`config.mk`:
```
export PLATFORM = sky130hd
export DESIGN_NAME = ship_position_ctl
export DESIGN_NICKNAME = d
export VERILOG_FILES = /design/src/rtl/ship_pkg.sv /design/src/rtl/ship_position_ctl.sv
export SDC_FILE = /design/constraint.sdc
export NUM_CORES = 1
export LEC_CHECK = 0
export BUFFER_PORTS_ARGS = -buffer_cell sky130_fd_sc_hd__buf_4
export CAP_MARGIN = 10
export CORE_UTILIZATION = 40
export CTS_CLUSTER_SIZE = 28
export DETAILED_ROUTE_END_ITERATION = 7
export PLACE_DENSITY_LB_ADDON = 0.25
export RECOVER_POWER = 100
export SETUP_SLACK_MARGIN = 0.2
export SYNTH_ARGS = -nofsm -noshare
export SYNTH_HDL_FRONTEND = slang
export SYNTH_SLANG_ARGS = --single-unit
```
`constraint.sdc`:
```
create_clock -name pclk -period 1.8 [get_ports pclk]
set_input_delay 0 -clock pclk [delete_from_list [all_inputs] [get_ports pclk]]
set_output_delay 0 -clock pclk [all_outputs]
set_load 0.02 [all_outputs]
```
`src/rtl/ship_pkg.sv`:
```
package ship_pkg;

  // screen coordinate and 4:4:4 pixel colour
  typedef logic [10:0] coord_t;
  typedef logic [11:0] rgb_t;

  localparam int SCREEN_W = 1024;

  // player ship sprite
  localparam int SHIP_W      = 64;
  localparam int SHIP_H      = 48;
  localparam int SHIP_Y      = 680;
  localparam int SHIP_X_INIT = 480;
  localparam int SHIP_STEP   = 4;
  localparam int SHIP_X_MAX  = SCREEN_W - SHIP_W;

  // row * SHIP_W + column
  localparam int   SPRITE_ADDR_W = 12;
  localparam int   SPRITE_DEPTH  = SHIP_W * SHIP_H;
  localparam rgb_t TRANSPARENT   = 12'h000;

  // player missile
  localparam int   MISSILE_W     = 4;
  localparam int   MISSILE_H     = 12;
  localparam int   MISSILE_STEP  = 8;
  localparam int   MISSILE_X_OFS = (SHIP_W - MISSILE_W) / 2;
  localparam rgb_t MISSILE_COLOR = 12'hff0;

  localparam int ENEMY_MISSILES = 3;

  // trapezoid hull, narrowing towards the bottom rows
  function automatic rgb_t sprite_color(input int row, input int col);
    int half;
    half = row / 2;
    if ((col < half) || (col >= SHIP_W - half)) begin
      return TRANSPARENT;
    end
    // red follows the row, green the column
    return {4'(row), 4'(col), 4'hf};
  endfunction

endpackage
```
`src/rtl/ship_position_ctl.sv`:
```
`timescale 1ns/10ps

module ship_position_ctl (
  input  logic             pclk,
  input  logic             rst_n_i,
  input  logic             left_i,
  input  logic             right_i,
  input  logic             vsync_i,
  output ship_pkg::coord_t ship_x_o
);
  import ship_pkg::*;

  logic   vsync_d;
  logic   frame_tick;
  coord_t ship_x_nxt;

  // rising edge of vsync starts a new frame
  assign frame_tick = vsync_i & ~vsync_d;

  always_comb begin
    ship_x_nxt = ship_x_o;
    if (left_i && !right_i) begin
      if (int'(ship_x_o) < SHIP_STEP) begin
        ship_x_nxt = '0;
      end else begin
        ship_x_nxt = ship_x_o - coord_t'(SHIP_STEP);
      end
    end else if (right_i && !left_i) begin
      // stop with the right edge of the sprite on the last column
      if (int'(ship_x_o) > SHIP_X_MAX - SHIP_STEP) begin
        ship_x_nxt = coord_t'(SHIP_X_MAX);
      end else begin
        ship_x_nxt = ship_x_o + coord_t'(SHIP_STEP);
      end
    end
  end

  always_ff @(posedge pclk or negedge rst_n_i) begin
    if (!rst_n_i) begin
      vsync_d  <= 1'b0;
      ship_x_o <= coord_t'(SHIP_X_INIT);
    end else begin
      vsync_d <= vsync_i;
      if (frame_tick) begin
        ship_x_o <= ship_x_nxt;
      end
    end
  end

endmodule

```
==> results.toml <==
[power_and_ir_drop]
power_leakage_nw = 0.517
powerDensity_nw_per_um2 = 1590
power_w = 0.00206
ir_drop_uv = 981

[timing]
fin_skew_ns = 0.00384
maxSlewViolCount = 0
hold_viol_final = 0
setup_viol = 0
rsz0062_at_grt = "yes"
relSlewSlack = 0.557
fin_crit_sh = 0.914
fmax_ghz = 0.608
worst_pin_slew_ns = 0.665
tns_ns = 0
post-route-min-period_ns = 1.65

[worst_setup_path]
timing.rr.end = "ship_x_o[8]$_DFFE_PN1P_"
rrSetupSlack_ns = 0.15
cpPeakStageDelay_ns = 0.61
arrival_ns = 1.84
critPathCapture = "ship_x_o[8]$_DFFE_PN1P_"
cpMaxStageDelayCell = "dfstp_1"
critical_path_required_ns = 2.00
worst_setup_path_start_kind = "register"
crit_type = "register to register"
path_cells = "nand3_2 -> o311a_4 -> and3_4 -> o311ai_4"
startpoint = "ship_x_o[7]$_DFFE_PN1P_"
critical_path.max_fanout = 6
r2r_start = "ship_x_o[7]$_DFFE_PN1P_"
critPathCaptureType = "register"
reg2regPathDepth = 4

[synth]
yosys.area.top_type = "dfrtp_1"
post_synth_xor_area_fraction = 0
synth_top_area_frac = 0.158
yosysWarnings = 0
synth_top_family_by_area = "simple AND/OR/NAND/NOR gates"
yosys.area_share.simple = 0.294
ys_seq_area_frac = 0.269
netlist_top_cells_area = "dfrtp_1 (16%), dfstp_2 (11%), ha_1 (4.0%), buf_2 (3.2%), buf_4 (3.2%)"
synth_edf_count = 0
synth_ff_type = "dfrtp_1"
async_flop_share = 1.00
syn_inst = 107
syn_avg_cell_area_um2 = 8.86
synthDistinctLibCells = 50
synthAdderAreaFrac = 0.0396
ys_seq_elements = 10
syn-cell-area_um2 = 948
synth.area.mux_share = 0.0106
synth-compound-area-share = 0.280

[place]
gp_congestion = 0.944
dp_hpwl_mm = 1.75
io_buffers = 13
place_area_um2 = 1080

[floorplan]
fp.dieArea_um2 = 2570
die_h_um = 50.7
die_w_um = 50.7
rows = 17
ios = 16
core_um2 = 2230
initial_core_util = 0.425

[clocking]
clkLatencyLatePin_ns = 0.29
clk_pin_slew_ns = 0.07
clockBufferDepth = 2
numCtsBuffers = 3
cts.sinks = 10
h-tree-depth = 1
root_buffer = "clkbuf_4"
cts_tree = "done"

[drt]
drt-initial-drc-count = 51
routedWlPerCell_um = 17.4
vias_per_cell = 5.96
ant_nets = 0
drc = 0
drt_wl_total_mm = 2.87
vias = 984
drt-pass1-iter-count = 4

[finish]
drive_above_1_share = 0.416
num_antenna_cells = 0
design_area_um2 = 1290
fill_cells = 198
nets = 146
syn2layout_area_growth_pct = 36.3

[grt]
antenna_found_initial = 0
first_global_vias = 907
grt_start_max_net_pins = 14
grt_pass1_wl_mm = 4.31
grt_usage = 0.235
overflow = 0

[run]
drv_cap = 0

[run_status]
outcome = "finished, final reports clean"

[hold_path]
hold_class = "input port to async pin"
-- registers in the layout (all words and copies together) (netlist names) --
signal / flops
ship_x_o: 9
vsync_d: 1
-- area by class of cell --
| cell class | count | area (um^2) | area share |
|---|---|---|---|
| Clock buffer | 4 | 36.3 | 0.0281 |
| Tap cell | 28 | 35.0 | 0.0271 |
| Sequential cell | 10 | 256 | 0.198 |
| Multi-Input combinational cell | 80 | 671 | 0.519 |
| Inverter | 6 | 22.5 | 0.0174 |
| Timing Repair Buffer | 37 | 272 | 0.210 |
-- critical path, delay by kind of cell, from the launching register on --
| kind | cells | cell delay (ns) |
|---|---|---|
| AND/OR/NAND/NOR | 2 | 0.31 |
| AO/OA/AOI/OAI | 2 | 0.63 |
| flip-flops | 1 | 0.61 |
-- metal layers --
metal | wire [um] | global-route usage
met1 | 1280 | 0.287
met2 | 1400 | 0.378
met3 | 122 | 0.0667
met4 | 63 | 0.106
met5 | 0 | 0
-- placed cells by master (no fill, tap or decap), types with 2 or more instances in the layout --
cell	count
inv_1	6
dlygate4sd3_1	2
nand4b_1	2
nand4_1	4
or3_1	4
nor2_1	5
nand3_1	4
clkbuf_1	4
dfstp_1	2
o21ai_1	3
conb_1	2
dfstp_2	2
buf_4	30
nand2_1	7
a22oi_1	3
o21ai_0	3
clkbuf_4	3
o211ai_1	4
nor3_1	2
nor3_4	2
dfrtp_1	5
-- cells in the mapped netlist (4+ instances only) --
library cell / instances
dfrtp_1: 6
buf_2: 6
nand4_1: 4
or3_1: 4
o211ai_1: 4
nand3_1: 4
nor2_1: 5
o21ai_1: 5
nand2_1: 7
dfstp_2: 4
buf_4: 4
inv_1: 6
-- cells by family after synthesis --
kind of cell,count (synthesis)
and+or+nand+nor,42
muxes,1
other,1
buffers and inverters,18
AOI/OAI and AO/OA,32
adders and majority gates,3
DFF,10
-- metrics by stage --
step	worst slack (ns)	instances	hold slack, ns	util
finish	0.155	165	0.255	0.579
global route	0.0873	165	0.283	0.579
CTS	0.200	161	0.0685	0.541
detailed placement	0.118	146	-0.154	0.482
global placement	0.137	146	-0.155	0.482
floorplan	0.187	108	-0.296	-
-- power by group --
part	internal [W]	leakage (nW)	total, W	switching (W)
clock network	0.000124	0.0210	0.000220	0.0000967
registers	0.000341	0.113	0.000562	0.000222
logic	0.000605	0.382	0.00128	0.000671
total	0.00107	0.517	0.00206	0.000989
-- what timing repair did --
action	4_1_cts	5_1_grt
buffers inserted	9	4
gates resized for setup	3	17
hold buffers	2	0
cloned	0	0
hold endpoints to repair	11	0
pin swaps	1	3
setup endpoints to repair	8	6
-- worst min-delay path by stage --
stage             from                        to  slack (ns)  cells past startpoint
2_1_floorplan  rst_n_i  ship_x_o[10]$_DFFE_PN0P_       -0.30                      0
3_3_place_gp   rst_n_i   ship_x_o[4]$_DFFE_PN0P_       -0.15                      1
3_5_place_dp   rst_n_i   ship_x_o[4]$_DFFE_PN0P_       -0.15                      1
4_1_cts        rst_n_i   ship_x_o[3]$_DFFE_PN0P_        0.07                      2
6_report       rst_n_i   ship_x_o[3]$_DFFE_PN0P_        0.26                      2
5_1_grt        rst_n_i   ship_x_o[3]$_DFFE_PN0P_        0.28                      2
(Power assumes the default switching activity.)
