**config.mk**
```make
export PLATFORM = sky130hd
export DESIGN_NAME = missile_draw_flat
export DESIGN_NICKNAME = d
export VERILOG_FILES = /design/src/rtl/ship_pkg.sv /design/src/rtl/vga_if.sv /design/src/rtl/missile_draw.sv /design/src/flat_wrapper.sv
export SDC_FILE = /design/constraint.sdc
export NUM_CORES = 1
export LEC_CHECK = 0
export BUFFER_PORTS_ARGS = -buffer_cell sky130_fd_sc_hd__buf_4
export CAP_MARGIN = 10
export CORE_MARGIN = 2
export CORE_UTILIZATION = 45
export DETAILED_ROUTE_END_ITERATION = 10
export HOLD_SLACK_MARGIN = 0.03
export PLACE_DENSITY = 0.77
export REMOVE_ABC_BUFFERS = 1
export SLEW_MARGIN = 20
export SYNTH_ARGS = -nofsm -noshare
export SYNTH_HDL_FRONTEND = slang
export SYNTH_SLANG_ARGS = --single-unit
```
**constraint.sdc**
```tcl
create_clock -name pclk -period 0.8 [get_ports pclk]
set_input_delay 0.04 -clock pclk [delete_from_list [all_inputs] [get_ports pclk]]
set_output_delay 0.04 -clock pclk [all_outputs]
set_load 0.02 [all_outputs]
```
**src/rtl/ship_pkg.sv**
```systemverilog
package ship_pkg;

  // screen coordinate and 4:4:4 pixel colour
  typedef logic [10:0] coord_t;
  typedef logic [11:0] rgb_t;

  localparam int SCREEN_W = 1024;

  // player ship sprite
  localparam int SHIP_W      = 64;
  localparam int SHIP_H      = 48;
  localparam int SHIP_Y      = 680;
  localparam int SHIP_X_INIT = 480;
  localparam int SHIP_STEP   = 4;
  localparam int SHIP_X_MAX  = SCREEN_W - SHIP_W;

  // row * SHIP_W + column
  localparam int   SPRITE_ADDR_W = 12;
  localparam int   SPRITE_DEPTH  = SHIP_W * SHIP_H;
  localparam rgb_t TRANSPARENT   = 12'h000;

  // player missile
  localparam int   MISSILE_W     = 4;
  localparam int   MISSILE_H     = 12;
  localparam int   MISSILE_STEP  = 8;
  localparam int   MISSILE_X_OFS = (SHIP_W - MISSILE_W) / 2;
  localparam rgb_t MISSILE_COLOR = 12'hff0;

  localparam int ENEMY_MISSILES = 3;

  // trapezoid hull, narrowing towards the bottom rows
  function automatic rgb_t sprite_color(input int row, input int col);
    int half;
    half = row / 2;
    if ((col < half) || (col >= SHIP_W - half)) begin
      return TRANSPARENT;
    end
    // red follows the row, green the column
    return {4'(row), 4'(col), 4'hf};
  endfunction

endpackage
```
**src/rtl/vga_if.sv**
```systemverilog
`timescale 1ns/10ps

interface vga_if;
  import ship_pkg::*;

  coord_t vcount;
  logic   vsync;
  logic   vblnk;
  coord_t hcount;
  logic   hsync;
  logic   hblnk;
  rgb_t   rgb;

  // driving draw stage
  modport src (output vcount, vsync, vblnk, hcount, hsync, hblnk, rgb);

  // receiving draw stage
  modport snk (input vcount, vsync, vblnk, hcount, hsync, hblnk, rgb);

endinterface

```
**src/rtl/missile_draw.sv**
```systemverilog
`timescale 1ns/10ps

module missile_draw (
  input  logic             pclk,
  input  logic             rst_n_i,
  input  ship_pkg::coord_t missile_x_i,
  input  ship_pkg::coord_t missile_y_i,
  input  logic             missile_on_i,
  vga_if.snk               vin,
  vga_if.src               vout
);
  import ship_pkg::*;

  logic in_rect;
  logic draw;

  assign in_rect = (vin.hcount >= missile_x_i) &&
                   (int'(vin.hcount) < int'(missile_x_i) + MISSILE_W) &&
                   (vin.vcount >= missile_y_i) &&
                   (int'(vin.vcount) < int'(missile_y_i) + MISSILE_H);

  // never paint into blanking
  assign draw = missile_on_i && in_rect && !vin.hblnk && !vin.vblnk;

  always_ff @(posedge pclk or negedge rst_n_i) begin
    if (!rst_n_i) begin
      vout.vcount <= '0;
      vout.vsync  <= 1'b0;
      vout.vblnk  <= 1'b0;
      vout.hcount <= '0;
      vout.hsync  <= 1'b0;
      vout.hblnk  <= 1'b0;
      vout.rgb    <= '0;
    end else begin
      vout.vcount <= vin.vcount;
      vout.vsync  <= vin.vsync;
      vout.vblnk  <= vin.vblnk;
      vout.hcount <= vin.hcount;
      vout.hsync  <= vin.hsync;
      vout.hblnk  <= vin.hblnk;
      vout.rgb    <= draw ? MISSILE_COLOR : vin.rgb;
    end
  end

endmodule

```
**src/flat_wrapper.sv**
```systemverilog
// flat-port wrapper written by rule: the top's interface ports become plain ports
module missile_draw_flat import ship_pkg::*;
  (pclk, rst_n_i, missile_x_i, missile_y_i, missile_on_i, vin_vcount, vin_vsync, vin_vblnk, vin_hcount, vin_hsync, vin_hblnk, vin_rgb, vout_vcount, vout_vsync, vout_vblnk, vout_hcount, vout_hsync, vout_hblnk, vout_rgb);
  vga_if vin_i ();
  vga_if vout_i ();
  input  logic pclk;
  input  logic rst_n_i;
  input  ship_pkg::coord_t missile_x_i;
  input  ship_pkg::coord_t missile_y_i;
  input  logic missile_on_i;
  input wire logic [$bits(vin_i.vcount)-1:0] vin_vcount;
  input wire logic [$bits(vin_i.vsync)-1:0] vin_vsync;
  input wire logic [$bits(vin_i.vblnk)-1:0] vin_vblnk;
  input wire logic [$bits(vin_i.hcount)-1:0] vin_hcount;
  input wire logic [$bits(vin_i.hsync)-1:0] vin_hsync;
  input wire logic [$bits(vin_i.hblnk)-1:0] vin_hblnk;
  input wire logic [$bits(vin_i.rgb)-1:0] vin_rgb;
  output wire logic [$bits(vout_i.vcount)-1:0] vout_vcount;
  output wire logic [$bits(vout_i.vsync)-1:0] vout_vsync;
  output wire logic [$bits(vout_i.vblnk)-1:0] vout_vblnk;
  output wire logic [$bits(vout_i.hcount)-1:0] vout_hcount;
  output wire logic [$bits(vout_i.hsync)-1:0] vout_hsync;
  output wire logic [$bits(vout_i.hblnk)-1:0] vout_hblnk;
  output wire logic [$bits(vout_i.rgb)-1:0] vout_rgb;
  assign vin_i.vcount = vin_vcount;
  assign vin_i.vsync = vin_vsync;
  assign vin_i.vblnk = vin_vblnk;
  assign vin_i.hcount = vin_hcount;
  assign vin_i.hsync = vin_hsync;
  assign vin_i.hblnk = vin_hblnk;
  assign vin_i.rgb = vin_rgb;
  assign vout_vcount = vout_i.vcount;
  assign vout_vsync = vout_i.vsync;
  assign vout_vblnk = vout_i.vblnk;
  assign vout_hcount = vout_i.hcount;
  assign vout_hsync = vout_i.hsync;
  assign vout_hblnk = vout_i.hblnk;
  assign vout_rgb = vout_i.rgb;
  missile_draw u_core (.pclk(pclk), .rst_n_i(rst_n_i), .missile_x_i(missile_x_i), .missile_y_i(missile_y_i), .missile_on_i(missile_on_i), .vin(vin_i), .vout(vout_i));
endmodule
```
==> results.yml, run 1 <==
outcome:
  status: "complete, but fails checks"
  violations: "setup timing"
sta:
  worstMarginPinSlew_ns: 0.755
  timing.final.ws_setup_ns: -1.35
  hold_viol_final: 0
  fmax_mhz: 464
  grt_setup_unrepaired: "yes"
  relSlewSlack: 0.484
  timing.final.crit_share: 2.69
  timing.hold.ws_ns: 0.242
  slew_violations: 0
  finalCriticalPeriod_ns: 2.15
  setup_violations: 50
clock_tree:
  cts_buffers: 5
  cts_tree: "yes"
  cts_max_path_buffers: 2
  htree_levels: 2
  cts.clk_slew.worst_paths_ns: 0.08
  root_buffer: "clkbuf_8"
  cts.sinks: 38
detailed_routing:
  drtPass1Iterations: 5
  met3_length_um: 997
  viasPerCell: 6.02
  wl_per_cell_um: 23.8
  highest_layer: "met4"
  drc: 0
  num_vias: 2864
  wl_met2_um: 5680
  detail-route-antenna-nets: 0
  drtIter0Drc: 236
  wl_um: 11300
  wl_met1_um: 4000
logic_synthesis:
  synth_edf_count: 0
  synth.area.top_cells: "dfrtp_1, ha_1, xnor2_1"
  synth_compound_area_frac: 0.181
  netlist_area_mm2: 0.00235
  synth_cell_types: 39
  synth_async_sr_flop_share: 1.00
  synthAdderAreaFrac: 0.224
  synthMuxAreaShare: 0
  synth_top_family_by_area: "adder cells"
  yosys.area_share.simple: 0.0964
  ys_ff_latch: 38
  synthFlopType: "dfrtp_1"
  yosysTopAreaCell: "dfrtp_1"
  synth_xor_area_frac: 0.0522
  yosysWarnings: 0
  syn_avg_cell_area_um2: 11.1
  netlist_instances: 211
  synth_top_area_share: 0.405
  seq_area_frac_synth: 0.405
worst_hold_path:
  hold_path_class: "in -> async"
grt:
  antenna_found_initial: 0
  grt_usage: 0.330
  grt_pass1_wl_um: 15000
  grt_max_degree: 39
  gr-total-overflow: 0
  first_global_vias: 2922
flow_run:
  cap_violations: 0
pwr:
  peakVddDrop_v: 0.000766
  p_leak_nw: 2.19
  powerDensity_mw_per_mm2: 1250
placement:
  postPlaceCellArea_mm2: 0.00353
  gp_congestion: 0.853
  dp.cells: 425
  port_buffers: 100
  dpl.hpwl_um: 5200
finish:
  area_growth_pct: 89.2
  finalCoreUtilization: 0.876
  nNetsFinal: 511
  stdcell_area_mm2: 0.00445
  stdcell_count: 476
  diodes: 0
  drive_gt1_frac: 0.473
critical_path:
  crit_path_start_kind: "input port"
  worstPathArrival_ns: 2.33
  crit_fanout: 8
  worst-setup-path-type: "in -> reg"
  required_ns: 0.97
  end_kind: "flop"
floorplan:
  num_rows: 26
  die-area_mm2: 0.00582
  die_w_um: 76.3
  initial_core_util: 0.463
  die_y_um: 76.3
  boundaryPins: 101
  design.core.area_mm2: 0.00507
==> registers in the layout, summed over array words and instances (netlist names) <==
signal / cells
u_core.vout.hblnk: 1
u_core.vout.vblnk: 1
u_core.vout.hcount: 11
u_core.vout.vsync: 1
u_core.vout.hsync: 1
u_core.vout.rgb: 12
u_core.vout.vcount: 11
==> metrics by stage <==
step                setup slack (ns)  TNS (ns)  power (mW)
finish                         -1.35    -17.34        5.54
detailed placement             -1.56    -17.52        3.58
global route                   -1.30    -17.21        5.71
CTS                            -1.01    -12.79        5.16
global placement               -1.50    -16.96        3.54
floorplan                      -1.35    -16.10        2.76
==> kinds of logic (layout without fill, tap and decap cells) <==
| logic type | after synthesis | count (layout) |
|---|---|---|
| compound gates | 50 | 50 |
| xor+xnor | 14 | 14 |
| fa+ha+maj | 42 | 42 |
| buf+inv | 26 | 221 |
| flops | 38 | 38 |
| simple gates | 41 | 41 |
==> repair_timing <==
item,4_1_cts,5_1_grt
pin swaps,28,8
endpoints found under the setup margin,50,50
hold buffers,39,0
gates resized for setup,75,17
setup buffers,4,2
hold endpoints to repair,76,0
==> where the power goes <==
part | internal [mW] | switching, mW | leakage, nW | total [mW]
combinational | 1.10 | 1.05 | 1.71 | 2.16
sequential | 2.02 | 0.0577 | 0.443 | 2.08
clock | 0.587 | 0.725 | 0.0438 | 1.31
total | 3.71 | 1.83 | 2.19 | 5.54
==> worst paths after layout <==
| kind | from | endpoint | cells after the start | slack [ns] |
|---|---|---|---|---|
| worst min-delay path | rst_n_i | u_core.vout.vcount[4] | 3 | 0.24 |
| max in group asynchronous | rst_n_i | u_core.vout.hcount[2] | 3 | 0.35 |
| worst max-delay path | missile_y_i[9] | u_core.vout.rgb[11] | 7 | -1.35 |
| min in group pclk | missile_on_i | u_core.vout.rgb[1] | 5 | 0.31 |
==> worst max-delay path, stage by stage <==
cell,delay (ns)
buf_4,0.12
inv_1,0.09
ha_1,0.26
a2111oi_0,0.72
o221ai_1,0.42
o211a_4,0.39
a41o_1,0.28
==> final cells by class <==
class / count / area (µm²)
clock buffer: 5 / 68.8
clock inverter: 2 / 10.0
fill: 207 / 628
inverter: 25 / 98.8
multi-input combinational: 147 / 1520
sequential: 38 / 951
tap: 70 / 87.6
timing repair buffer: 189 / 1710
==> cells in the final DEF (no fill, tap or decap), types with 2 or more instances in the layout <==
cell type / instances
a211oi_1: 3
a21o_1: 3
a21oi_1: 6
a21oi_2: 2
a41o_1: 8
and3_1: 2
and3_4: 2
buf_4: 102
buf_6: 45
buf_8: 2
clkbuf_8: 5
clkinv_2: 2
dfrtp_1: 38
dlygate4sd3_1: 39
ha_1: 39
ha_2: 2
inv_1: 23
inv_4: 2
nand2_1: 4
nand3_1: 7
nand4_1: 2
nor2_1: 4
nor2_4: 2
nor2b_1: 5
nor3_4: 2
o2111ai_1: 2
o21a_1: 2
o21ai_0: 5
o41a_1: 4
or4_4: 2
xnor2_1: 10
xnor2_2: 3
==> Yosys cell counts (2+ instances only) <==
master,instances
ha_1,42
dfrtp_1,38
inv_1,25
xnor2_1,13
a21oi_1,8
a41o_1,8
nand3_1,8
nor2_1,7
nand2_1,5
nor2b_1,5
o21ai_0,5
and3_1,4
o41a_1,4
a211oi_1,3
a21o_1,3
nor3_1,3
a2111oi_0,2
nand2b_1,2
nand4_1,2
nor4_1,2
o2111ai_1,2
o21a_1,2
o311ai_1,2
==> routing by layer <==
metal,GRT usage,vias up
met3,0.0723,68
met2,0.601,226
met1,0.369,1400
met5,0,-
li1,-,1170
met4,0.142,0
Note: power is estimated with default switching activity, not from simulation.
==> inputs of run 2 (changes only) <==
- CELL_PAD_IN_SITES_DETAIL_PLACEMENT: unset -> 1
- CELL_PAD_IN_SITES_GLOBAL_PLACEMENT: unset -> 1
- CORE_MARGIN: 2 -> unset
- CORE_UTILIZATION: 45 -> 36
- PLACE_DENSITY: 0.77 -> 0.81
==> results.yml, run 2 (same netlist as run 1, synthesis figures left out) <==
placement:
  gp_congestion: 0.837
  dpl.hpwl_um: 6210
  dp.cells: 436
  postPlaceCellArea_mm2: 0.00356
  port_buffers: 100
floorplan:
  initial_core_util: 0.372
  num_rows: 29
  design.core.area_mm2: 0.00631
  boundaryPins: 101
  die_y_um: 82.8
  die_w_um: 82.8
  die-area_mm2: 0.00685
finish:
  stdcell_count: 492
  drive_gt1_frac: 0.484
  largestRegisters: "u_core.vout.rgb: 12 flops, u_core.vout.hcount: 11 flops, u_core.vout.vcount: 11 flops"
  diodes: 0
  final.fill_count: 633
  regMostFlops: "u_core.vout.rgb"
  finalCoreUtilization: 0.711
  stdcell_area_mm2: 0.00449
  area_growth_pct: 91.1
  nNetsFinal: 520
  largest_reg_flops: 12
  layout_commonest_cell: "buf_4"
  layout_common_cells: "buf_4, buf_6, ha_1, dlygate4sd3_1, dfrtp_1"
clock_tree:
  root_buffer: "clkbuf_8"
  cts_max_path_buffers: 2
  htree_levels: 2
  cts_buffers: 5
  cts_tree: "yes"
  cts.sinks: 38
  cts.clk_slew.worst_paths_ns: 0.10
pwr:
  power_mw: 5.58
  p_comb_frac: 0.385
  p_int_mw: 3.72
  p_sw_frac: 0.334
  pwr-share-seq: 0.373
  p_leak_nw: 2.22
  peakVddDrop_v: 0.00100
  p_clk_frac: 0.243
  powerDensity_mw_per_mm2: 1240
  power.switching_mw: 1.86
detailed_routing:
  viasPerCell: 5.59
  wl_per_cell_um: 23.6
  drc: 0
  detail-route-antenna-nets: 0
  wl_um: 11600
  drtPass1Iterations: 4
  drtIter0Drc: 118
  num_vias: 2749
outcome:
  status: "complete, but fails checks"
  violations: "setup timing"
critical_path:
  worst-setup-path-type: "in -> reg"
  required_ns: 0.98
  worstPathArrival_ns: 2.17
  crit_path_start_kind: "input port"
  crit_fanout: 4
  end_kind: "flop"
sta:
  slew_violations: 0
  timing.final.crit_share: 2.49
  timing.final.ws_setup_ns: -1.19
  finalCriticalPeriod_ns: 1.99
  hold_viol_final: 0
  fmax_mhz: 502
  grt_setup_unrepaired: "yes"
  relSlewSlack: 0.641
  worstMarginPinSlew_ns: 0.538
  timing.hold.ws_ns: 0.289
  setup_violations: 50
grt:
  grt_pass1_wl_um: 16900
  gr-total-overflow: 0
  antenna_found_initial: 0
  grt_max_degree: 39
  first_global_vias: 3163
  grt_usage: 0.348
flow_run:
  cap_violations: 0
worst_hold_path:
  hold_path_class: "in -> async"
## run 2: final timing paths
kind                                 from                     to  slack [ns]
max                        missile_x_i[2]     u_core.vout.rgb[3]       -1.19
min                               rst_n_i  u_core.vout.vcount[6]        0.29
max in group asynchronous         rst_n_i     u_core.vout.rgb[5]        0.12
min in group pclk            missile_on_i     u_core.vout.rgb[1]        0.35
## run 2: critical path, stage by stage
cell	delay [ns]
buf_6	0.11
ha_4	0.15
and3_4	0.18
buf_4	0.13
xnor2_2	0.14
ha_1	0.33
a21oi_2	0.18
nor2b_1	0.09
o311a_2	0.42
o41a_1	0.39
## run 2: through the flow
step	TNS, ns	setup WS, ns
after CTS	-14.54	-1.14
after detailed placement	-17.94	-1.56
after floorplan	-16.10	-1.35
final	-15.77	-1.19
after global routing	-17.18	-1.26
after global placement	-17.41	-1.50
## run 2: power by group through the flow
stage	clock network, mW	registers [mW]	logic (mW)
final	1.35	2.08	2.15
after global routing	1.43	2.09	2.28
after CTS	1.32	2.07	1.89
after detailed placement	0	2.09	1.55
after global placement	0	2.08	1.48
after floorplan	0	2.22	0.539
## run 2: area by class of cell
class	count	area, µm²	area share
clock buffer	5	68.8	0.0153
clock inverter	2	10.0	0.00223
inverter	25	98.8	0.0220
multi-input combinational	147	1500	0.335
sequential	38	951	0.212
tap	77	96.3	0.0215
timing repair buffer	198	1760	0.392
## run 2: timing repair
item / in CTS / in global routing
hold buffers: 38 / 1
endpoints found under the hold margin: 76 / 1
endpoints found under the setup margin: 50 / 50
gates resized for setup: 72 / 17
pin swaps: 32 / 18
buffers inserted: 5 / 5
## run 2: routing by layer
metal  vias up  GRT usage  share of wire
li1       1194          -              -
met1      1382      0.363           0.37
met2       126      0.659           0.54
met3        47     0.0656          0.047
met4         0      0.171          0.042
met5         -          0              0
