## src/rtl/ship_pkg.sv

```systemverilog
package ship_pkg;

  // screen coordinate and 4:4:4 pixel colour
  typedef logic [10:0] coord_t;
  typedef logic [11:0] rgb_t;

  localparam int SCREEN_W = 1024;

  // player ship sprite
  localparam int SHIP_W      = 64;
  localparam int SHIP_H      = 48;
  localparam int SHIP_Y      = 680;
  localparam int SHIP_X_INIT = 480;
  localparam int SHIP_STEP   = 4;
  localparam int SHIP_X_MAX  = SCREEN_W - SHIP_W;

  // row * SHIP_W + column
  localparam int   SPRITE_ADDR_W = 12;
  localparam int   SPRITE_DEPTH  = SHIP_W * SHIP_H;
  localparam rgb_t TRANSPARENT   = 12'h000;

  // player missile
  localparam int   MISSILE_W     = 4;
  localparam int   MISSILE_H     = 12;
  localparam int   MISSILE_STEP  = 8;
  localparam int   MISSILE_X_OFS = (SHIP_W - MISSILE_W) / 2;
  localparam rgb_t MISSILE_COLOR = 12'hff0;

  localparam int ENEMY_MISSILES = 3;

  // trapezoid hull, narrowing towards the bottom rows
  function automatic rgb_t sprite_color(input int row, input int col);
    int half;
    half = row / 2;
    if ((col < half) || (col >= SHIP_W - half)) begin
      return TRANSPARENT;
    end
    // red follows the row, green the column
    return {4'(row), 4'(col), 4'hf};
  endfunction

endpackage
```

## src/rtl/missile_ctl.sv

```systemverilog
`timescale 1ns/10ps

module missile_ctl (
  input  logic             pclk,
  input  logic             rst_n_i,
  input  logic             fire_i,
  input  ship_pkg::coord_t ship_x_i,
  input  logic             ship_dead_i,
  input  logic             vsync_i,
  output ship_pkg::coord_t missile_x_o,
  output ship_pkg::coord_t missile_y_o,
  output logic             missile_on_o
);
  import ship_pkg::*;

  logic vsync_d;
  logic frame_tick;
  logic launch;

  assign frame_tick = vsync_i & ~vsync_d;

  // dead ship cannot fire, a missile in flight still finishes
  assign launch = fire_i && !missile_on_o && !ship_dead_i;

  // missile_on_o is the state, idle when low and flying when high
  always_ff @(posedge pclk or negedge rst_n_i) begin
    if (!rst_n_i) begin
      vsync_d      <= 1'b0;
      missile_on_o <= 1'b0;
      missile_x_o  <= '0;
      missile_y_o  <= '0;
    end else begin
      vsync_d <= vsync_i;
      if (launch) begin
        // start just above the ship, centred on it
        missile_on_o <= 1'b1;
        missile_x_o  <= ship_x_i + coord_t'(MISSILE_X_OFS);
        missile_y_o  <= coord_t'(SHIP_Y - MISSILE_H);
      end else if (frame_tick && missile_on_o) begin
        if (int'(missile_y_o) < MISSILE_STEP) begin
          // reached the top of the screen
          missile_on_o <= 1'b0;
        end else begin
          missile_y_o <= missile_y_o - coord_t'(MISSILE_STEP);
        end
      end
    end
  end

endmodule

```

## config.mk

```make
export PLATFORM = sky130hd
export DESIGN_NAME = missile_ctl
export DESIGN_NICKNAME = d
export VERILOG_FILES = /design/src/rtl/ship_pkg.sv /design/src/rtl/missile_ctl.sv
export SDC_FILE = /design/constraint.sdc
export NUM_CORES = 1
export LEC_CHECK = 0
export ABC_CLOCK_PERIOD_IN_PS = 2400
export CAP_MARGIN = 40
export CORE_UTILIZATION = 45
export DETAILED_ROUTE_END_ITERATION = 7
export DONT_BUFFER_PORTS = 1
export PLACE_DENSITY = 0.7
export SYNTH_ARGS = -nofsm -noshare
export SYNTH_HDL_FRONTEND = slang
export SYNTH_SLANG_ARGS = --single-unit
export TNS_END_PERCENT = 50
```

## constraint.sdc

```tcl
create_clock -name pclk -period 2.4 [get_ports pclk]
set_clock_uncertainty 0.1 [all_clocks]
set_input_delay 0.48 -clock pclk [delete_from_list [all_inputs] [get_ports pclk]]
set_output_delay 0.48 -clock pclk [all_outputs]
set_load 0.02 [all_outputs]
```

==> results.md, run 1 <==
Worst setup path:
- The worst setup path is launched from a register.
- Of all nets on the critical path, the largest fanout is 6.
- Among all stages on the critical path, the largest delay is contributed by sky130_fd_sc_hd__or4b_1.
- Data arrives at the worst endpoint at 2100 ps.
- The critical path goes through inv_1, ha_1, or4b_1, o41ai_1, nand2_1.
- On the worst path, the slowest cell contributes a delay of 570 ps.
- For the worst setup path, the data required time is 2500 ps.
- The cell count of the worst reg-to-reg path is 5.
- The worst reg-to-reg setup slack is 400 ps.
- The critical path in this run is classified as register to register.
- The nature of the critical path endpoint is a register.

Hold path:
- In this run the worst hold path is classified as input pin to register.
- The number of cells traversed by the worst hold path is 0.

Synth:
- The number of flip-flops and latches in the synthesized netlist is 22.
- Sequential cells were found to cover 48.73% of the synthesized design area.
- Summing the areas of all compound-gate instances in the mapped netlist gives 12.07% of the synthesized area.
- The most instantiated flip-flop cell in the synthesis netlist is sky130_fd_sc_hd__dfrtp_1.
- The fraction of post-synthesis cell area in the top cell type by area is 48.73%.
- The synthesis warning total is 0.
- The adder-cell share of the synthesized area is 2.215%.
- The number of flops mapped to enable cells by yosys is 0.
- The netlist area before placement is 1130 µm².
- Summed over all instances, the cell type with the most area after synthesis is sky130_fd_sc_hd__dfrtp_1.
- The number of instances in the synthesized netlist is 119.
- Counting flops with an async set or reset pin after synthesis yields a share of 100.0%.
- The synthesized netlist devotes 23.48% of its cell area to simple gates.
- The number of distinct library cell variants in the gate-level netlist after synthesis is 35.
- The main combinational cell family by area after synthesis is simple AND/OR/NAND/NOR gates.
- The synthesized netlist devotes 2.326% of its cell area to XOR and XNOR gates.
- Sorting the synthesized cells by area gives the leading types as sky130_fd_sc_hd__dfrtp_1 (49%), sky130_fd_sc_hd__nand2_1 (6.3%), sky130_fd_sc_hd__mux2i_1 (5.3%).
- A synthesized cell averages 9.494 µm².
- Multiplexer cells account for 5.316% of the synthesized area.

Clock network:
- The setup fix buffers added after clock tree synthesis is 0.
- After clock tree synthesis, the clock-pin slew on the worst setup and hold paths is 120 ps.
- CTS built an H-tree with a depth of 1.
- Clock tree synthesis selected as its root buffer the cell sky130_fd_sc_hd__clkbuf_4.
- The hold-fix buffer count after cts is 1.
- The number of instances resized during post-cts repair is 0.
- The clock latency at the later pin of the worst-skew pair is 300 ps.
- The clock buffer count from CTS is 3.
- The TritonCTS clock tree is done.
- Clock tree synthesis found a total of 22 sinks.
- The clock passes through at most 2 buffers.

Power:
- Power spread over the standard cell area amounts to 1119 nW/µm².
- The leakage power is 0.5604 nW.
- The worst-case IR drop observed on VDD is 0.0005110 V.

Flow run:
- Max-cap violations in this run came to 0.

STA:
- The final number of setup-violating endpoints is 0.
- The headroom to the max-slew limit is 50.17%.
- Setup repair after global routing left no endpoint under its margin.
- The worst path uses 83.17% of the clock period.
- The number of max-slew violations in the final report is 0.
- The final hold violation count is 0.
- At the pin with the least slew margin, the transition time is 740.5 ps.
- Summed over all failing endpoints, the final setup total negative slack is 0 ps.
- The achievable clock frequency is 501.0 MHz.
- Subtracting the final worst setup slack from the clock period gives 1996 ps.
- Hold timing on the final database bottoms out at a slack of 88.89 ps.

GRT:
- The number of global-route vias before repair is 848.
- The global-route wire length before repair is 3843 µm.
- After global routing the overflow that remains totals 0.
- The number of antenna violations at the first check in global routing is 0.
- The largest net degree at the start of global routing is 23.
- For this run, the total global-route usage over all layers was measured as 19.75%.

Finish:
- The area of all placed cells without fillers is 1209 µm².
- Cells with a size suffix above 1 make up 6.612% of the layout.
- Relative to the synthesized area, the layout overhead comes to 6.977%.
- The final layout contains 140 nets.
- The final antenna diode count is 0.

Floorplanning:
- For this configuration, the core starts out at a cell density of 49.18%.
- The die span in y is 52.11 µm.
- The number of standard-cell rows in the floorplan is 17.
- The floorplan step defined a die boundary enclosing 2715 µm².
- The number of I/O pins is 39.
- The die outline width is 52.11 µm.
- In this run the standard cell core region covers 2297 µm².

Placed design:
- Routability-driven placement finished with a final weighted congestion of 0.8618.
- In this run the tool buffered the top-level ports with 0 buffer cells.
- Summing all placed instances gives a cell area of 1147 µm².

Detailed routing:
- The first detailed-routing pass took 4 iterations.
- The routed design has 2367 µm of wire.
- The number of design-rule violations left by the first detailed-router iteration is 12.
- After detailed routing, the average wire length per cell comes to 15.89 µm.
- The final antenna-violating net count is 0.
- The number of vias per cell after detailed routing is 5.832.
- The routed layout has 869 vias.
- For this run, design rule violations remaining after detail routing come to 0.

Status:
- The flow ran to the end, and the final reports show no timing, DRC or antenna violations.
==> final timing paths <==
path / endpoint / from
worst min register to register: missile_on_o / vsync_d
worst max-delay path: missile_on_o / missile_y_o[3]
worst max register to register: missile_on_o / missile_y_o[3]
worst min-delay path: vsync_d / vsync_i
min in group asynchronous: missile_x_o[1] / rst_n_i
max in group asynchronous: missile_on_o / rst_n_i
==> cell usage in the layout, fill, tap and decap left out, types with 3 or more instances in the layout <==
| master | instances |
|---|---|
| sky130_fd_sc_hd__clkbuf_4 | 3 |
| sky130_fd_sc_hd__nor2_1 | 7 |
| sky130_fd_sc_hd__or4_1 | 4 |
| sky130_fd_sc_hd__nand4_1 | 3 |
| sky130_fd_sc_hd__nand3_1 | 5 |
| sky130_fd_sc_hd__o211ai_1 | 4 |
| sky130_fd_sc_hd__o21ai_0 | 6 |
| sky130_fd_sc_hd__mux2i_1 | 6 |
| sky130_fd_sc_hd__dfrtp_1 | 22 |
| sky130_fd_sc_hd__o31ai_1 | 3 |
| sky130_fd_sc_hd__nand2_1 | 19 |
| sky130_fd_sc_hd__inv_1 | 7 |
==> stage by stage <==
step | power, mW | util (%) | cells | setup WS [ps]
floorplan | 1.064 | - | 120 | 534.2
global placement | 1.128 | 49.95 | 143 | 483.2
detailed placement | 1.154 | 49.95 | 143 | 396.1
CTS | 1.370 | 51.96 | 148 | 390.6
global route | 1.457 | 52.61 | 149 | 203.6
finish | 1.353 | 52.61 | 149 | 403.9
==> cell type report <==
class                      count  area (µm²)
multi-input combinational     84       520.5
clock buffer                   4       36.28
fill                         220        1089
tap                           28       35.03
timing repair buffer           4       40.04
sequential                    22       550.5
inverter                       7       26.28
==> where the power goes <==
group	switching (mW)	internal, mW
logic	0.153	0.130
registers	0.343	0.521
clock network	0.114	0.0925
==> synth_stat cells (3+ instances only) <==
cell type	count
sky130_fd_sc_hd__clkbuf_1	3
sky130_fd_sc_hd__dfrtp_1	22
sky130_fd_sc_hd__inv_1	7
sky130_fd_sc_hd__mux2i_1	6
sky130_fd_sc_hd__nand2_1	19
sky130_fd_sc_hd__nand3_1	5
sky130_fd_sc_hd__nand4_1	3
sky130_fd_sc_hd__nor2_1	7
sky130_fd_sc_hd__o211ai_1	4
sky130_fd_sc_hd__o21ai_0	6
sky130_fd_sc_hd__o31ai_1	3
sky130_fd_sc_hd__or4_1	4
==> layer usage <==
layer  vias up  track usage [%]  wire, µm  share of wire [%]
met3         4            4.971       111                4.7
met4         0            10.81        34                1.4
met1       419            24.81      1057                 45
met5         -                0         0                  0
li1        424                -         -                  -
met2        22            30.77      1164                 49
==> worst max-delay path: cells and delay by family (launching register included) <==
| family | cells | cell delay, ps |
|---|---|---|
| and+or+nand+nor | 2 | 660 |
| DFF | 1 | 500 |
| AOI/OAI and AO/OA | 1 | 350 |
| buffers and inverters | 1 | 100 |
| adders and majority gates | 1 | 180 |
==> registers in the layout, indices dropped and copies added, names as in the netlist <==
name and flops:
missile_on_o 1, missile_x_o 11, vsync_d 1, missile_y_o 9
==> logic make-up (layout without fill, tap and decap cells) <==
group | Yosys count | after routing
AOI/OAI and AO/OA | 20 | 20
xor gates and xnor gates | 3 | 3
adders and majority gates | 2 | 2
buffers and inverters | 14 | 15
DFF | 22 | 22
muxes | 6 | 6
other | 1 | 2
and+or+nand+nor | 51 | 51
No activity file was read; power rests on OpenSTA's default activity.
==> inputs of run 2 (changes only) <==
--- a/config.mk
+++ b/config.mk
@@ -5,12 +5,12 @@
 export SDC_FILE = /design/constraint.sdc
 export NUM_CORES = 1
 export LEC_CHECK = 0
-export ABC_CLOCK_PERIOD_IN_PS = 2400
+export ABC_CLOCK_PERIOD_IN_PS = 1630
 export CAP_MARGIN = 40
 export CORE_UTILIZATION = 45
 export DETAILED_ROUTE_END_ITERATION = 7
 export DONT_BUFFER_PORTS = 1
-export PLACE_DENSITY = 0.7
+export PLACE_DENSITY = 0.72
 export SYNTH_ARGS = -nofsm -noshare
 export SYNTH_HDL_FRONTEND = slang
 export SYNTH_SLANG_ARGS = --single-unit
==> constraint.sdc (replaced) <==
create_clock -name pclk -period 1.63 [get_ports pclk]
set_clock_uncertainty 0.1 [all_clocks]
set_input_delay 0.326 -clock pclk [delete_from_list [all_inputs] [get_ports pclk]]
set_output_delay 0.326 -clock pclk [all_outputs]
set_load 0.02 [all_outputs]
==> run 2 against run 1 <==
  * The flow now finishes with violations (negative setup slack)
  * First-iteration DRC count grew 75%
  * Final cell count up 11%
  * Clock power is 24% higher
  * Die area did not move
  * Critical path depth is the same
  * Clock-buffer cell count stayed put
  * Worst hold slack got worse by 76 ps
  * Combinational power rose to 3.0 times the previous value
  * Wire length rose by 13%
  * Sequential share of layout area decreased by 5.4 points
  * Global-route usage grew 2.0 points
  * Highest routed layer unchanged
==> results.md, run 2 (synthesis results as in run 1) <==
Clock network:
- The later pin in the worst-skew pair is clocked with a latency of 300 ps.
- Clock-pin slew was measured on the worst setup and hold paths at 130 ps.
- CTS saw 22 sinks.
- The number of clock buffers added by TritonCTS is 3.
- The cell sitting at the root of the clock tree is a sky130_fd_sc_hd__clkbuf_4.
- The total number of H-tree levels is 1.
- The number of buffers on the longest clock path is 2.
- TritonCTS built the clock tree.

Worst setup path:
- STA classifies the critical path endpoint as a register.
- The worst reg-to-reg setup slack is -100 ps.
- The largest fanout of any net on the critical path is 4.
- In this run the critical register-to-register path is captured at missile_on_o.
- The cell count of the worst reg-to-reg path is 5.
- The worst endpoint required time is 1740 ps.
- Walking the worst path, the cells encountered are inv_2, ha_4, or4b_4, o41ai_4, nand2_1.
- The worst stage delay on the critical path is 510 ps.
- For the worst setup path, the data arrival time is 1840 ps.
- The startpoint identified for the worst register-to-register timing path is missile_y_o[3].
- The highest-delay cell along the critical path is sky130_fd_sc_hd__or4b_4.
- The critical path is of the register to register type.
- The startpoint kind of the worst setup timing path is a register.

Placed design:
- The detailed placer's ending HPWL is 1946 µm.
- The placement-stage cell area is 1271 µm².
- The last weighted congestion value of the routability-driven placer is 0.8996.
- During placement, the flow inserted port buffers numbering 0.

STA:
- The achievable clock frequency is 577.7 MHz.
- The final worst hold slack is 12.70 ps.
- Counting I/O delays and the setup requirement, the final critical path takes 1731 ps.
- The final hold violation count is 0.
- Setup violations remaining at the end of the flow were counted as 7.
- Across all setup checks in the final design, the least slack found is -101.0 ps.
- The number of max-slew violations in the final report came to 0.
- Setup repair after global routing could not meet its margin everywhere.
- After layout, the worst path uses 106.2% of the clock period.

Finish:
- The number of flip-flops under the largest register name is 11.
- The commonest non-fill, non-tap cell in the layout is sky130_fd_sc_hd__dfrtp_1.
- From synthesis to final layout, the design area changed by 22.04%.
- The number of nets in the layout is 156.
- The finished cells cover 1379 µm².
- The largest registers in the layout are missile_x_o (11), missile_y_o (9).
- The number of antenna diodes in the final layout is 0.
- In the layout the commonest cells are sky130_fd_sc_hd__dfrtp_1 (20), sky130_fd_sc_hd__nand2_1 (19), sky130_fd_sc_hd__buf_4 (17), sky130_fd_sc_hd__nor2_1 (7).
- The top register by number of flip-flops is missile_x_o.
- The fraction of layout cells with a size suffix above 1 is 23.36%.

Hold path:
- Counting instances, the worst hold path has a depth of 2.
- The path class of the tightest hold or removal check is input pin to register.
- The capture endpoint of the worst hold path is missile_x_o[0].
- The startpoint of the tightest hold check path is ship_x_i[0].

Power:
- The leakage power is 0.6506 nW.
- The part of the power in the clock network is 11.5%.
- Of the total power, the share spent switching nets is 44.41%.
- The power per unit of standard cell area is 1601 nW/µm².
- Registers are responsible for 49.9% of the overall power.
- For this design the total switching power over the nets is 0.9802 mW.
- The internal power contribution is 1.227 mW.
- The fraction of power consumed by combinational cells is 38.6%.
- The worst-case IR drop observed on VDD is 0.0008830 V.

Flow run:
- Across the run, the number of max-cap violations was 0.

Floorplanning:
- Row generation in the floorplan step produced 17 rows.
- 39 I/O pins were placed.
- The die outline width is 52.11 µm.
- The effective utilization at floorplan is 49.18%.
- The core area is 2297 µm².
- The die is 52.11 µm tall.
- The die area is 2715 µm².

GRT:
- Summed over all layers, the global routing overflow is 0.
- The total global routing track utilization is 21.72%.
- The global-route wire length before repair is 4195 µm.
- The number of antenna violations at the first check in global routing is 0.
- Entering global routing, the biggest net connects 23 pins.
- The number of global-route vias before repair is 931.

Detailed routing:
- The number of design-rule violations left by the first detailed-router iteration is 21.
- The detail route stage leaves a number of antenna-violating nets equal to 0.
- The total DRC errors in the routed layout is 0.
- Dividing the detail-routed via count by the number of cells gives 5.703.
- The first detailed-routing pass ran for 4 iterations.
- The post-detailed-routing wire length is 2679 µm.
- The average routed wire per standard cell is 16.24 µm.
- Detailed routing inserted a total of 941 vias.

Status:
- The final reports fail on negative setup slack.
- The flow ran to the end, but the final reports show violations.
run 2: through the flow:
stage          power [mW]  std cells  worst slack, ps  utilization, %  TNS [ps]
2_1_floorplan       1.614        120           -171.0               -    -810.4
3_3_place_gp        1.840        156           -7.758           55.34    -18.06
3_5_place_dp        1.893        156           -125.0           55.34    -314.8
4_1_cts             2.210        164           -107.5           58.93    -389.1
5_1_grt             2.369        165           -154.7           60.02    -895.9
6_report            2.207        165           -101.0           60.02    -464.1
run 2: cell type report:
type                            count  area (µm²)
Tap cell                           28       35.03
Sequential cell                    22       553.0
Inverter                            7       26.28
Timing Repair Buffer               20       162.7
Clock buffer                        4       26.28
Multi-Input combinational cell     84       575.6
Fill cell                         196       918.4
run 2: worst max path at each step:
stage	from	slack (ps)	to
after global routing	missile_y_o[3]	-150	missile_on_o
final	missile_y_o[3]	-100	missile_on_o
after detailed placement	missile_y_o[3]	-130	missile_on_o
after CTS	missile_y_o[3]	-110	missile_on_o
after global placement	missile_y_o[3]	-8	missile_y_o[3]
after floorplan	missile_y_o[3]	-170	missile_on_o
run 2: power groups by stage:
stage | registers [mW] | logic, mW | clock network (mW)
floorplan | 1.24 | 0.376 | 0
global placement | 1.11 | 0.734 | 0
detailed placement | 1.12 | 0.778 | 0
CTS | 1.11 | 0.840 | 0.264
global route | 1.13 | 0.947 | 0.288
finish | 1.10 | 0.851 | 0.255
run 2: per-layer routing:
metal,global-route usage [%],share of wire [%],wire [µm],vias to the layer above
li1,-,-,-,457
met1,26.27,44,1171,457
met2,36.75,51,1364,25
met3,4.971,4.7,126,2
met4,9.009,0.63,17,0
met5,0,0,0,-
run 2: worst max-delay path: cells and delay by family (launching register included):
family / cells / cell delay (ps)
adders and majority gates: 1 / 130
DFF: 1 / 430
and+or+nand+nor: 2 / 590
buffers and inverters: 1 / 70
AOI/OAI and AO/OA: 1 / 310
run 2: repair_timing:
item	in CTS	in global routing
hold endpoints to repair	23	0
setup buffers	2	0
gates resized for setup	3	2
setup endpoints to repair	10	12
pin swaps	1	0
hold buffers	2	0
